--- config.mk ---
export PLATFORM = sky130hd
export DESIGN_NAME = multiplierTop
export DESIGN_NICKNAME = d
export VERILOG_FILES = /design/src/mulCtrlPkg.sv /design/src/mulTypesPkg.sv /design/src/mulController.sv /design/src/mulDatapath.sv /design/src/multiplierTop.sv /design/src/resultBuffer.sv
export SDC_FILE = /design/constraint.sdc
export NUM_CORES = 1
export LEC_CHECK = 0
export ABC_AREA = 1
export BUFFER_PORTS_ARGS = -buffer_cell sky130_fd_sc_hd__buf_2
export CORE_UTILIZATION = 54
export DETAILED_ROUTE_END_ITERATION = 6
export PLACE_DENSITY = 0.76
export SLEW_MARGIN = 10
export SYNTH_ARGS = -nofsm -noshare
export SYNTH_HDL_FRONTEND = slang
export SYNTH_SLANG_ARGS = --single-unit
--- constraint.sdc ---
create_clock -name CLk -period 2.05 [get_ports CLk]
set_clock_uncertainty 0.1 [all_clocks]
set_input_delay 0.205 -clock CLk [delete_from_list [all_inputs] [get_ports CLk]]
set_output_delay 0.205 -clock CLk [all_outputs]
set_load 0.1 [all_outputs]
--- src/mulCtrlPkg.sv ---
// controller state encoding and the strobes it sends to the datapath
// strobes are one-cycle level signals, sampled on the next rising edge
package mulCtrlPkg;

  typedef enum logic [2:0] {
    IDLE,
    LOAD,
    CLEAR,
    ITERATE,
    FINAL,
    PUSH
  } mulState_t;

  // addStep and subStep are mutually exclusive and always come with shift
  typedef struct packed {
    logic load;     // register operands
    logic clear;    // zero accumulator and sign bit
    logic addStep;  // add multiplicand into accumulator
    logic subStep;  // subtract multiplicand, last bit only
    logic shift;    // arithmetic right shift of the product register
  } mulCtrl_t;

endpackage

--- src/mulTypesPkg.sv ---
// data types shared by the datapath, the result buffer and the top level
// struct fields are sized at DefaultWidth; a narrower Width uses the low bits
// of each field, so operands must be sign-extended into the fields by the sender
package mulTypesPkg;

  localparam int DefaultWidth = 8;  // widest operand the types can hold

  // operand pair as offered on the input port
  typedef struct packed {
    logic signed [DefaultWidth-1:0] multiplicand;
    logic signed [DefaultWidth-1:0] multiplier;
  } operandPair_t;

  // product register split as it is used while iterating
  typedef struct packed {
    logic [DefaultWidth-1:0] accumulator;  // upper half, receives the partial sums
    logic [DefaultWidth-1:0] multiplier;   // lower half, shifted out one bit per step
  } productHalves_t;

  // same bits read either as two halves or as one finished product
  typedef union packed {
    productHalves_t halves;
    logic signed [2*DefaultWidth-1:0] word;
  } product_u;

  // one finished result as stored in the buffer and sent downstream
  typedef struct packed {
    product_u product;
    logic fullWidth;  // set only for most-negative times most-negative
  } result_t;

endpackage

--- src/mulController.sv ---
// add-and-shift sequencer for a signed multiply of Width-bit operands
// Width must be 2 or more; the input handshake is four-phase and the operands
// are taken on the edge that leaves IDLE, so they must be stable with inReq
`timescale 1ns/1ps

module mulController
  import mulCtrlPkg::*;
#(
  parameter int Width
) (
  input  logic     CLk,
  input  logic     reset,
  input  logic     inReq,
  input  logic     multiplierLsb,
  input  logic     full,
  output logic     inAck,
  output mulCtrl_t ctrl,
  output logic     pushValid
);

  localparam int CountW = $clog2(Width);
  localparam logic [CountW-1:0] LastStep = CountW'(Width - 2);  // last ITERATE cycle

  mulState_t state;
  mulState_t nextState;
  logic [CountW-1:0] bitCount;
  logic handshakeDone;

  // request/ack pair has returned to zero, or a new request is already waiting
  assign handshakeDone = !inAck || !inReq;
  assign pushValid = (state == PUSH) && !full && handshakeDone;

  always_comb
  begin
    ctrl = '0;
    ctrl.load = (state == IDLE) && inReq;
    ctrl.clear = (state == CLEAR);
    ctrl.addStep = (state == ITERATE) && multiplierLsb;
    ctrl.subStep = (state == FINAL) && multiplierLsb;  // sign bit has negative weight
    ctrl.shift = (state == ITERATE) || (state == FINAL);
  end

  always_comb
  begin
    nextState = state;
    unique case (state)
      IDLE:
      begin
        if (inReq)
          nextState = LOAD;
      end
      LOAD:
        nextState = CLEAR;
      CLEAR:
        nextState = ITERATE;
      ITERATE:
      begin
        if (bitCount == LastStep)
          nextState = FINAL;
      end
      FINAL:
        nextState = PUSH;
      PUSH:
      begin
        if (pushValid)
          nextState = IDLE;
      end
      default:
        nextState = IDLE;
    endcase
  end

  always_ff @(posedge CLk)
  begin
    if (reset)
    begin
      state <= IDLE;
      bitCount <= '0;
      inAck <= 1'b0;
    end
    else
    begin
      state <= nextState;
      if (state == ITERATE)
        bitCount <= bitCount + CountW'(1);
      else
        bitCount <= '0;  // ready for the next operand
      // ack rises with LOAD and falls once the request has been withdrawn
      if (ctrl.load)
        inAck <= 1'b1;
      else if ((state == PUSH) && !inReq)
        inAck <= 1'b0;
    end
  end

endmodule

--- src/mulDatapath.sv ---
// product register and adder for the add-and-shift multiplier
// works on the low Width bits of each operand field; the product is returned
// sign-extended to the full product word
`timescale 1ns/1ps

module mulDatapath
  import mulTypesPkg::*, mulCtrlPkg::*;
#(
  parameter int Width
) (
  input  logic         CLk,
  input  logic         reset,
  input  mulCtrl_t     ctrl,
  input  operandPair_t operands,
  output logic         multiplierLsb,
  output result_t      result
);

  localparam logic [Width-1:0] MostNeg = {1'b1, {(Width-1){1'b0}}};

  logic [Width-1:0] multiplicand;
  product_u prodReg;
  logic signExt;     // sign of accumulator beyond its top bit
  logic fullWidth;
  logic [Width-1:0] accW;
  logic [Width-1:0] mplrW;
  logic [Width-1:0] opMcand;
  logic [Width-1:0] opMplr;
  logic [Width:0] addend;
  logic [Width:0] sum;
  logic signed [2*Width-1:0] productW;

  assign accW = prodReg.halves.accumulator[Width-1:0];
  assign mplrW = prodReg.halves.multiplier[Width-1:0];
  assign opMcand = operands.multiplicand[Width-1:0];
  assign opMplr = operands.multiplier[Width-1:0];
  assign multiplierLsb = mplrW[0];

  assign addend = {multiplicand[Width-1], multiplicand};  // sign-extend by one bit

  always_comb
  begin
    if (ctrl.subStep)
      sum = {signExt, accW} - addend;
    else if (ctrl.addStep)
      sum = {signExt, accW} + addend;
    else
      sum = {signExt, accW};  // shift only
  end

  always_ff @(posedge CLk)
  begin
    if (ctrl.load)
      multiplicand <= opMcand;
  end

  always_ff @(posedge CLk)
  begin
    if (reset)
    begin
      prodReg <= '0;
      signExt <= 1'b0;
      fullWidth <= 1'b0;
    end
    else if (ctrl.load)
    begin
      prodReg.halves.multiplier <= DefaultWidth'(opMplr);
      fullWidth <= (opMcand == MostNeg) && (opMplr == MostNeg);
    end
    else if (ctrl.clear)
    begin
      prodReg.halves.accumulator <= '0;
      signExt <= 1'b0;
    end
    else if (ctrl.shift)
    begin
      // sum goes in first, then the whole register moves right by one
      signExt <= sum[Width];
      prodReg.halves.accumulator <= DefaultWidth'(sum[Width:1]);
      prodReg.halves.multiplier <= DefaultWidth'({sum[0], mplrW[Width-1:1]});
    end
  end

  // after the last step the two halves form the signed product
  assign productW = {accW, mplrW};

  always_comb
  begin
    result.product.word = (2*DefaultWidth)'(productW);
    result.fullWidth = fullWidth;
  end

  oneArithOp: assert property (@(posedge CLk) disable iff (reset)
    !(ctrl.addStep && ctrl.subStep))
    else $error("add and subtract requested in the same step");

endmodule

--- src/multiplierTop.sv ---
// sequential signed multiplier with four-phase input and output ports
// Width is limited to 2..DefaultWidth; narrower operands sit sign-extended in
// the operand fields, and products come out sign-extended in the product word
`timescale 1ns/1ps

module multiplierTop
  import mulTypesPkg::*, mulCtrlPkg::*;
#(
  parameter int Width = DefaultWidth,
  parameter int Depth = 4
) (
  input  logic         CLk,
  input  logic         reset,
  input  logic         inReq,
  input  operandPair_t inData,
  input  logic         outAck,
  output logic         inAck,
  output logic         outReq,
  output result_t      outData
);

  mulCtrl_t ctrl;
  logic multiplierLsb;
  logic pushValid;
  logic full;
  result_t result;

  mulController #(
    .Width(Width)
  ) controller_i (
    .CLk          (CLk),
    .reset        (reset),
    .inReq        (inReq),
    .multiplierLsb(multiplierLsb),
    .full         (full),
    .inAck        (inAck),
    .ctrl         (ctrl),
    .pushValid    (pushValid)
  );

  mulDatapath #(
    .Width(Width)
  ) datapath_i (
    .CLk          (CLk),
    .reset        (reset),
    .ctrl         (ctrl),
    .operands     (inData),  // sampled on the load strobe
    .multiplierLsb(multiplierLsb),
    .result       (result)
  );

  resultBuffer #(
    .Width(Width),
    .Depth(Depth)
  ) buffer_i (
    .CLk      (CLk),
    .reset    (reset),
    .pushValid(pushValid),
    .pushData (result),
    .outAck   (outAck),
    .full     (full),
    .outReq   (outReq),
    .outData  (outData)
  );

  widthInRange: assert property (@(posedge CLk) (Width >= 2) && (Width <= DefaultWidth))
    else $error("operand width %0d outside 2..%0d", Width, DefaultWidth);

endmodule

--- src/resultBuffer.sv ---
// circular FIFO of finished products with a four-phase req/ack read side
// Depth must be 2 or more; outData is the entry at the read pointer and holds
// while outReq is high, and outReq only rises again after outAck has fallen
`timescale 1ns/1ps

module resultBuffer
  import mulTypesPkg::*;
#(
  parameter int Width,
  parameter int Depth
) (
  input  logic    CLk,
  input  logic    reset,
  input  logic    pushValid,
  input  result_t pushData,
  input  logic    outAck,
  output logic    full,
  output logic    outReq,
  output result_t outData
);

  localparam int PtrW = $clog2(Depth);
  localparam int CountW = $clog2(Depth + 1);
  localparam logic [PtrW-1:0] LastIdx = PtrW'(Depth - 1);
  // the one product that needs every bit, 2**(2*Width-2)
  localparam logic [2*DefaultWidth-1:0] FullWidthValue =
    (2*DefaultWidth)'(1) << (2*Width - 2);

  result_t mem [Depth];
  logic [PtrW-1:0] wrPtr;
  logic [PtrW-1:0] rdPtr;
  logic [CountW-1:0] count;
  logic pop;

  assign full = (count == CountW'(Depth));
  assign pop = outReq && outAck;  // consumer has taken the head
  assign outData = mem[rdPtr];

  always_ff @(posedge CLk)
  begin
    if (pushValid)
      mem[wrPtr] <= pushData;
  end

  always_ff @(posedge CLk)
  begin
    if (reset)
    begin
      wrPtr <= '0;
      rdPtr <= '0;
      count <= '0;
      outReq <= 1'b0;
    end
    else
    begin
      if (pushValid)
        wrPtr <= (wrPtr == LastIdx) ? '0 : wrPtr + PtrW'(1);
      if (pop)
        rdPtr <= (rdPtr == LastIdx) ? '0 : rdPtr + PtrW'(1);

      unique case ({pushValid, pop})
        2'b10: count <= count + CountW'(1);
        2'b01: count <= count - CountW'(1);
        default: count <= count;  // none, or one in and one out
      endcase

      // drop after the pop; raise only when ack has returned to zero
      if (pop)
        outReq <= 1'b0;
      else if (!outReq && !outAck && ((count != '0) || pushValid))
        outReq <= 1'b1;
    end
  end

  noPushWhileFull: assert property (@(posedge CLk) disable iff (reset)
    pushValid |-> !full)
    else $error("push into full result buffer");

  // flag from the datapath must agree with the value it marks
  flagMatchesValue: assert property (@(posedge CLk) disable iff (reset)
    (pushValid && pushData.fullWidth) |-> (pushData.product.word == FullWidthValue))
    else $error("full-width flag set on a product that does not need it");

endmodule
# Word level (Yosys, flattened, before mapping)
# Memories as Yosys holds them, arrays and structs flattened. A register that Yosys moved wholly into a read port is not among the register bits.
# Index checks and enable logic that the tools add are counted.
[word_totals]
reg_bits = 41
ramBits = 68
input_bits = 20
output_inout_bits = 19
elab_cells = 89
mem_count = 1
[op_classes]
addsub = 7
n_eq_ne = 17
mux = 21
bitwise = 2
reduce_logical = 29
[mem_list]
columns = ["memory", "words", "word_bits", "read_ports", "rd_clocked_by_memory_dff", "wr", "line", "rtl"]
rows = [
  ["buffer_i.mem", 4, 17, 1, 1, 1, "resultBuffer.sv:29", "result_t mem [Depth];"],
]
[op_table]
columns = ["op", "n"]
rows = [
  ["$mux 8", 3],
  ["$mux 9", 2],
  ["$pmux 3 s6", 1],
  ["$eq 8x8->1 const B", 2],
  ["$mux 16", 1],
  ["$eq 3x3->1 const B", 4],
  ["$logic_and 1x1->1", 10],
  ["$add 9x9->9", 1],
  ["$mux 3", 3],
  ["$sub 9x9->9", 1],
  ["$mux 2", 4],
  ["$reduce_bool 2->1", 4],
  ["$add 3x1->3 const B", 2],
  ["$eq 2x2->1 const B", 3],
  ["$eq 3x2->1 const B", 2],
  ["$mux 1", 6],
  ["$pmux 3 s2", 1],
  ["$logic_not 1->1", 5],
  ["$add 2x1->2 const B", 2],
  ["$ne 2x1->1 const B", 2],
  ["$ne 2x2->1 const B", 2],
  ["$reduce_and 2->1", 2],
  ["$reduce_or 2->1", 2],
  ["$eq 3x1->1 const B", 1],
  ["other kinds (7)", 10],
]

# Depth between registers and ports, before layout
# Gate-level depths: netlist of run 1.
[logic_depth]
word_depth = 7
ltp_mapped = 13

# Hierarchy
# Synthesis of run 1 repeated with hierarchy kept, for this count alone.
[unflattened]
hier_cells = 567
hier_area_um2 = 5475.3
[by_module_without_submodules]
columns = ["mod", "instances", "cells_per_inst", "area_per_inst_um2"]
rows = [
  ["resultBuffer", 1, 230, 3084.2],
  ["mulDatapath", 1, 276, 1985.7],
  ["mulController", 1, 61, 405.4],
]

# Worst setup path before layout of run 1
# Ideal clock, no wire load.
[synth_path]
kind = "register to output"
start = "register with a tool-made name"
end = "output port outData[13] (netlist name)"
arrival_ps = 2406
t_required_ps = 1745
slack_ps = -661
stages_incl_launch_ff = 6
cell_sequence = "dfxtp_1 > clkbuf_1 > inv_1 > clkbuf_1 > o21ai_0 > o22ai_1"
[synth_lines]
columns = ["element", "line", "rtl"]
rows = [
  ["end: declaration", "multiplierTop.sv:19", "output result_t outData"],
]

==> results of run 1 <==
## cell type report
type	instances	share of cell area
Multi-Input combinational cell	342	0.335
Clock buffer	9	0.0189
Sequential cell	110	0.454
Tap cell	129	0.0247
Clock inverter	7	0.0138
Inverter	47	0.0283
Timing Repair Buffer	74	0.125
## power breakdown
group	internal [uW]	switching (uW)
Combinational	308	591
Sequential	2500	108
Clock	489	825
Total	3300	1520
## per-layer routing
| metal | GRT usage | up-vias | share of wire |
|---|---|---|---|
| li1 | - | 1925 | - |
| met1 | 0.302 | 1863 | 0.43 |
| met2 | 0.408 | 113 | 0.51 |
| met5 | 0 | - | 0 |
| met3 | 0.0390 | 21 | 0.050 |
| met4 | 0.0995 | 0 | 0.015 |
## sequential cells by signal, summed over array words and instances (netlist names), named ones only
signal	flops
datapath_i.multiplicand	8
buffer_i.wrPtr	2
buffer_i.count	3
buffer_i.rdPtr	2
buffer_i.outReq	1
controller_i.bitCount	3
controller_i.state	3
datapath_i.fullWidth	1
buffer_i.mem	68
datapath_i.signExt	1
controller_i.inAck	1
datapath_i.prodReg	15
## worst min-delay path by stage
stage	slack, ps	startpoint	cells after the start	end
after floorplan	170	reset	1	buffer_i.outReq
after global placement	280	outAck	2	buffer_i.outReq
after detailed placement	280	outAck	2	buffer_i.outReq
after CTS	5	inData[0]	3	datapath_i.prodReg[0]
after global routing	7	inData[5]	3	datapath_i.prodReg[5]
final	7	inData[5]	3	datapath_i.prodReg[5]
## cells by family (layout without fill, tap and decap cells)
kind of cell    after synthesis  count (layout)  synth area share
flops                       110             110             0.573
fa+ha+maj                    27              27            0.0697
compound gates              122             122             0.133
buf+inv                      68             137            0.0576
simple gates                188             188             0.158
xor+xnor                      5               5           0.00847
## layout by cell type, fill, tap and decap left out, types with 5 or more instances in the layout
cell and count:
nand3_1 26, a31oi_1 7, buf_4 15, nand2_1 83, buf_12 22, edfxtp_1 76
o22ai_4 16, ha_1 22, a21oi_1 29, buf_2 21, o21ai_1 14, clkbuf_8 9
o21ai_2 9, dfxtp_1 30, nor2_1 53, o21ai_0 32, nand2_2 5, inv_1 43
dlygate4sd3_1 12
## per-stage QoR
| step | hold slack (ps) | cell area, um^2 |
|---|---|---|
| after floorplan | 167 | 5410 |
| after global placement | 279 | 6100 |
| after detailed placement | 283 | 6100 |
| after CTS | 4.68 | 6470 |
| after global routing | 6.60 | 6550 |
| final | 6.58 | 6550 |
## repair_timing
item / in CTS / in global routing
gates resized for setup: 19 / 23
hold buffers: 12 / 0
setup buffers: 4 / 1
setup endpoints to repair: 16 / 22
hold endpoints to repair: 12 / 0
## critical path, cell delays in order, from the launching register on
cell and delay (ps):
dfxtp_2 390, buf_6 270, o21ai_0 210, o22ai_4 220, buf_12 200
==> results.cfg, run 1 <==
[timing]
clock.fmax_mhz = 503
rsz0062_at_grt = yes
timing.final.ws_setup_ps = 63.0
tns_ps = 0
slew_viol_final = 0
worstMarginPinSlew_ps = 548
finalHoldViolations = 0
period_minus_slack_ps = 1990
min_period_over_period = 0.969
slew_headroom = 0.634
setup_viol = 0

[pwr]
power.density_nw_per_um2 = 736
vdd_drop_max_v = 0.000498
totalPowerFinal_uw = 4820
p_leak_uw = 0.00256

[setup_path]
start_kind = register
required_ps = 1750
rr_startpoint = datapath_i.multiplicand[0]
crit_type = reg -> out
rrSetupSlack_ps = 100
crit_path_end_kind = output port
r2r-end = datapath_i.prodReg[11]
crit_end = outData[1]
crit_arrival_ps = 1680
rr_worst_depth = 8
worstPathMaxFanout = 34

[synthesis]
post-synth-top-count-cell = nand2_1
synth_area_leaders = edfxtp_1 44%, dfxtp_1 13%, nand2_1 6.1%
yosys_register_bits = 110
synth-edff-count = 76
syn_inst = 520
synth_area_um2 = 5170
ys_warn_count = 0
synth_fp_nets = 567
syn-mean-instance-area_um2 = 9.94
synth_top_area_cell = edfxtp_1
synth_cell_types = 41
synth_top_cell_area_share = 0.441
yosys-top-cells-count = 84 x nand2_1, 76 x edfxtp_1, 55 x nor2_1
async_flop_share = 0
ys_seq_area_frac = 0.573
synthFlopType = edfxtp_1

[placed_design]
io_buffers = 38
dp_cells = 685
post-place-ws_ps = 101
dpl.hpwl_mm = 7.69
gp_congestion = 1.00

[grt]
grt.total_usage = 0.239
grt-ovfl-total = 0
antenna_found_initial = 0
grt_pass1_wl_mm = 18.1
grt_start_max_net_pins = 35
grt_pass1_vias = 3769

[final_layout]
fin_cells = 718
fillers = 657
final-seq-area_um2 = 2980
area_delta_synth_final_pct = 26.6
multi_input_area_um2 = 2190
finalNetCount = 631
antennaDiodeCount = 0
final_util = 0.709
drive_gt1_frac = 0.226

[floorplanning]
die_h_um = 99.9
die_area_um2 = 9970
core-area_um2 = 9240
die-width_um = 99.9
initial_core_util = 0.560
rows = 35
ios = 39

[status]
status = finished clean

[cts]
clock_path_buffers = 2
clock_sink_count = 110
cts_buffers = 9
cts.clk_slew.worst_paths_ps = 120
cts-root-buf = clkbuf_8
clk_latency_ps = 380
h-tree-depth = 3
cts_tree = yes

[route]
drt_wl_total_mm = 11.4
ant_nets = 0
routed_via_density = 5.46
drtIter0Drc = 157
drc = 0
first_pass_iters = 4
routedWlPerCell_um = 15.9
num_vias = 3922

[hold_path]
hold_path_class = in -> reg

[job]
maxCapViolCount = 0
Power figures use the tool's default switching activity.
==> inputs of run 2 (changes only) <==
ABC_AREA = not set   (was 1)
==> results.cfg, run 2 <==
[setup_path]
crit_path_end_kind = register
crit_arrival_ps = 2300
crit_type = reg -> reg
start_kind = register
required_ps = 2250
worstPathMaxFanout = 4

[final_layout]
final-seq-area_um2 = 2970
final_area_um2 = 6540
largest-register = buffer_i.mem
antennaDiodeCount = 0
top_regs = buffer_i.mem x68, datapath_i.prodReg x15, datapath_i.multiplicand x8
area_delta_synth_final_pct = 25.1
multi_input_area_um2 = 2250
final_common_cell = edfxtp_1
fillers = 613
layout_common_cells = 76 x edfxtp_1, 44 x buf_4, 29 x nor2_1
largest_reg_flops = 68
drive_gt1_frac = 0.355
finalNetCount = 543

[synthesis]
yosys-top-cells-count = 76 x edfxtp_1, 34 x dfxtp_1, 32 x nor2_1
yosys_register_bits = 110
synth_top_area_cell = edfxtp_1
syn_inst = 406
synth_top_cell_area_share = 0.436
post-synth-top-count-cell = edfxtp_1
synth_cell_types = 66
async_flop_share = 0
ys_warn_count = 0
synth_area_um2 = 5230
syn-mean-instance-area_um2 = 12.9
synth-edff-count = 76
synth_fp_nets = 453
synth_area_leaders = edfxtp_1 44%, dfxtp_1 13%, mux4_2 7.3%
ys_seq_area_frac = 0.567
synthFlopType = edfxtp_1

[floorplanning]
core-area_um2 = 9330
die_area_um2 = 10100
rows = 35
ios = 39
initial_core_util = 0.561
die_h_um = 100
die-width_um = 100

[cts]
clock_sink_count = 110
cts.clk_slew.worst_paths_ps = 110
cts_buffers = 9
h-tree-depth = 3
clk_latency_ps = 380
clock_path_buffers = 2
cts-root-buf = clkbuf_8
cts_tree = yes

[pwr]
netSwitchingPower_uw = 1080
power.density_nw_per_um2 = 648
p_int_uw = 3150
comb_power_share = 0.080
swShare = 0.256
p_leak_uw = 0.00240
pwr-share-seq = 0.578
clkPwrFrac = 0.341
vdd_drop_max_v = 0.000468

[route]
first_pass_iters = 5
drtIter0Drc = 278
drt_wl_total_mm = 12.0
drc = 0
ant_nets = 0
routedWlPerCell_um = 19.1
num_vias = 3717
routed_via_density = 5.90

[timing]
min_period_over_period = 1.02
setup_viol = 4
tns_ps = -125
clock.fmax_mhz = 477
timing.final.ws_setup_ps = -45.2
slew_viol_final = 0
rsz0062_at_grt = yes
slew_headroom = 0.594
worstMarginPinSlew_ps = 600
finalHoldViolations = 0
period_minus_slack_ps = 2100

[grt]
grt_pass1_wl_mm = 18.5
grt_start_max_net_pins = 31
antenna_found_initial = 0
grt_pass1_vias = 3757
grt-ovfl-total = 0
grt.total_usage = 0.245

[status]
violations = setup timing
status = complete, but fails checks

[hold_path]
hold_path_class = in -> reg

[placed_design]
dpl.hpwl_mm = 7.64
io_buffers = 38
post-place-ws_ps = -91.6
dpl_cell_area_um2 = 5860
gp_congestion = 0.907

[job]
maxCapViolCount = 0
==> run 2: changes by cell type in the layout (fill, tap and decap cells not counted), moves of 17 or more <==
cell / before / now
nand2_1: 83 / 25
buf_4: 15 / 44
nor2_1: 53 / 29
o21ai_0: 32 / 9
inv_1: 43 / 21
buf_12: 22 / 5
mux4_2: 0 / 17
==> run 2: worst paths after layout <==
kind | depth (start not counted) | slack (ps) | from | to
min reg2reg | 1 | 350 | controller_i.bitCount[0] | controller_i.bitCount[0]
min | 3 | 30 | inData[1] | datapath_i.prodReg[1]
max reg2reg | 7 | -50 | datapath_i.multiplicand[2] | datapath_i.prodReg[12]
max | 7 | -50 | datapath_i.multiplicand[2] | datapath_i.prodReg[12]
==> run 2: stage by stage <==
stage                     instances   util  power (uW)  hold WS (ps)
after floorplan                 406      -        2670           165
after global placement          596  0.629        2770           278
after detailed placement        596  0.629        2780           287
after CTS                       625  0.684        4230          17.8
after global routing            630  0.701        4360          19.0
final                           630  0.701        4240          30.6
==> run 2: cell families (layout without fill, tap and decap cells) <==
logic type / Yosys count / count (layout) / synth area share
xor+xnor: 5 / 5 / 0.00837
simple gates: 120 / 120 / 0.125
fa+ha+maj: 27 / 27 / 0.0689
flops: 110 / 110 / 0.567
buf+inv: 43 / 138 / 0.0376
mux: 23 / 23 / 0.0849
compound gates: 78 / 78 / 0.109
==> run 2: routing by layer <==
| layer | vias to the layer above | global-route usage | routed length (um) |
|---|---|---|---|
| met5 | - | 0 | 0 |
| met4 | 0 | 0.146 | 401 |
| met3 | 32 | 0.0334 | 664 |
| met2 | 146 | 0.436 | 6240 |
| met1 | 1829 | 0.282 | 4740 |
| li1 | 1710 | - | - |
==> run 2: critical path: stages (launching register included) <==
cell and delay, ps:
edfxtp_1 430, inv_1 120, ha_4 230, and2b_1 200
a211oi_4 220, o21bai_1 150, or4_1 420, o211ai_1 160
==> run 2: area by class of cell <==
cell class              count  share of cell area
well taps                 129              0.0247
clock inverters             7              0.0149
inverters                  26              0.0153
clock buffers               9              0.0189
multi-input cells         253               0.344
flip-flops and latches    110               0.455
repair buffers             96               0.127
==> run 2: power by group through the flow <==
stage               sequential (uW)  clock, uW  combinational [uW]
detailed placement             2500          0                 283
finish                         2450       1450                 341
CTS                            2450       1460                 317
global route                   2460       1540                 366
floorplan                      2500          0                 171
global placement               2490          0                 277
==> run 2: repair_timing <==
item,in CTS,in global routing
hold endpoints to repair,9,0
pin swaps,12,15
setup endpoints to repair,24,21
cloned,0,1
hold buffers,9,0
setup buffers,6,4
gates resized for setup,47,31
==> inputs of run 3 (changes only) <==
SLEW_MARGIN = not set   (was 10)
SYNTH_HIERARCHICAL = 1   (was not set)
==> results.cfg, run 3 <==
[status]
status = complete, but fails checks
violations = setup timing

[synthesis]
synthFlopType = edfxtp_1
synth_top_cell_area_share = 0.439
synth_top_family_by_area = simple AND/OR/NAND/NOR gates
yosys_register_bits = 110
synth_mux_area_frac = 0.0865
async_flop_share = 0
synth_area_leaders = edfxtp_1 44%, dfxtp_1 13%, ha_1 5.8%
synth_compound_area_frac = 0.0993
synth_fp_nets = 454
syn-mean-instance-area_um2 = 12.8
synth_area_um2 = 5190
synth-edff-count = 76
syn_inst = 407
ys_seq_area_frac = 0.570
synth_top_area_cell = edfxtp_1
synth-simple-area-share = 0.111
synth_xor_area_frac = 0.0202
synth_cell_types = 55
post-synth-top-count-cell = edfxtp_1
synth_fa_ha_area_frac = 0.0694
yosys-top-cells-count = 76 x edfxtp_1, 37 x a21oi_1, 34 x dfxtp_1
ys_warn_count = 6

[cts]
clk_latency_ps = 380
cts_buffers = 9
cts.clk_slew.worst_paths_ps = 110
clock_sink_count = 110
cts-root-buf = clkbuf_8
cts_tree = yes
h-tree-depth = 3
clock_path_buffers = 2

[grt]
grt-ovfl-total = 0
grt_pass1_wl_mm = 16.9
grt_start_max_net_pins = 27
antenna_found_initial = 0
grt.total_usage = 0.225
grt_pass1_vias = 3481

[hold_path]
min_to = datapath_i/prodReg[5]
hp-start = inData[5]
hold_depth = 3
hold_path_class = in -> reg

[timing]
slew_viol_final = 0
period_minus_slack_ps = 2120
tns_ps = -84.9
timing.final.ws_setup_ps = -73.4
clock.fmax_mhz = 471
slew_headroom = 0.679
fin_hold_ws_ps = 9.48
setup_viol = 2
worstMarginPinSlew_ps = 484
finalHoldViolations = 0
rsz0062_at_grt = yes
min_period_over_period = 1.04

[pwr]
vdd_drop_max_v = 0.000546
power.density_nw_per_um2 = 937
p_leak_uw = 0.00251
totalPowerFinal_uw = 6190

[floorplanning]
initial_core_util = 0.559
die_h_um = 100
die_area_um2 = 10000
core-area_um2 = 9280
rows = 35
ios = 39
die-width_um = 100

[final_layout]
drive_gt1_frac = 0.355
final_common_cell = edfxtp_1
area_delta_synth_final_pct = 27.3
finalNetCount = 554
layout_common_cells = 76 x edfxtp_1, 60 x buf_4, 34 x a21oi_1
top_regs = buffer_i/mem x68, datapath_i/prodReg x16, datapath_i/multiplicand x8
final_area_um2 = 6610
antennaDiodeCount = 0
largest_reg_flops = 68
largest-register = buffer_i/mem
final_util = 0.712

[placed_design]
dpl.hpwl_mm = 7.21
gp_congestion = 0.855
dpl_cell_area_um2 = 5900
io_buffers = 38

[setup_path]
worstPathMaxFanout = 2
rr_worst_depth = 9
required_ps = 2270
crit_path_end_kind = register
r2r-end = buffer_i/count[2]
rr_startpoint = buffer_i/count[2]
rrSetupSlack_ps = -70
crit_arrival_ps = 2340
start_kind = register
crit_type = reg -> reg

[route]
ant_nets = 0
first_pass_iters = 5
routed_via_density = 5.56
num_vias = 3565
drc = 0
drt_wl_total_mm = 10.9
drtIter0Drc = 181
routedWlPerCell_um = 17.1

[job]
maxCapViolCount = 0
run 3: cell count changes after synthesis, sizes merged, moves of 5 or more:
cell and change:
clkbuf +6, xnor2 +9, a21oi +20, o21ai -5, a311oi -10
run 3: cells by family (layout without fill, tap and decap cells):
family | after synthesis | after routing
AND/OR/NAND/NOR | 111 | 111
flip-flops | 110 | 110
AO/OA/AOI/OAI | 79 | 79
buffers and inverters | 47 | 152
adder cells (fa/ha/maj) | 27 | 27
multiplexers | 21 | 21
XOR/XNOR | 12 | 12
run 3: timing repair:
| item | in CTS | in global routing |
|---|---|---|
| buffers inserted | 5 | 5 |
| pin swaps | 5 | 19 |
| endpoints found under the hold margin | 13 | 0 |
| setup endpoints to repair | 22 | 20 |
| hold buffers | 13 | 0 |
| cloned | 1 | 0 |
| resized for setup | 44 | 48 |
run 3: routing by layer:
metal	wire length, um	vias to the layer above	GRT usage	share of wire
li1	-	1708	-	-
met1	4840	1756	0.296	0.44
met2	5520	88	0.392	0.50
met3	448	13	0.0279	0.041
met4	129	0	0.0669	0.012
met5	0	-	0	0
run 3: per-stage QoR:
step	instances	worst slack, ps
finish	641	-73.4
CTS	636	-78.3
global route	641	-220
floorplan	407	-111
detailed placement	601	-159
global placement	601	-67.1
run 3: report_power, final:
part	internal, uW	switching (uW)	leakage, uW	total, uW
Sequential	2600	184	0.00101	2790
Clock	485	827	0.000103	1310
Combinational	889	1200	0.00139	2090
Total	3980	2220	0.00251	6190
run 3: how the worst max path moves through the flow:
| stage | end | startpoint | slack, ps |
|---|---|---|---|
| after floorplan | buffer_i/count[2] | controller_i/inAck | -110 |
| after global placement | datapath_i/prodReg[15] | datapath_i/prodReg[8] | -70 |
| after CTS | buffer_i/count[2] | buffer_i/count[2] | -80 |
| after global routing | buffer_i/count[2] | buffer_i/count[2] | -220 |
| after detailed placement | datapath_i/prodReg[15] | datapath_i/prodReg[8] | -160 |
| final | buffer_i/count[2] | buffer_i/count[2] | -70 |
run 3: worst max-delay path: stages, from the launching register on:
cell and delay (ps):
dfxtp_2 340, nor3b_1 130, a21o_1 190, nor3_4 140
inv_2 70, ha_4 170, fa_2 340, xnor2_1 140
or3_1 340, a21oi_2 120
run 3: layout make-up:
| type | instances | area (um^2) |
|---|---|---|
| flip-flops and latches | 110 | 2990 |
| fillers | 616 | 2670 |
| multi-input cells | 250 | 2190 |
| repair buffers | 111 | 977 |
| well taps | 129 | 161 |
| clock buffers | 9 | 124 |
| inverters | 25 | 96.3 |
| clock inverters | 7 | 77.6 |
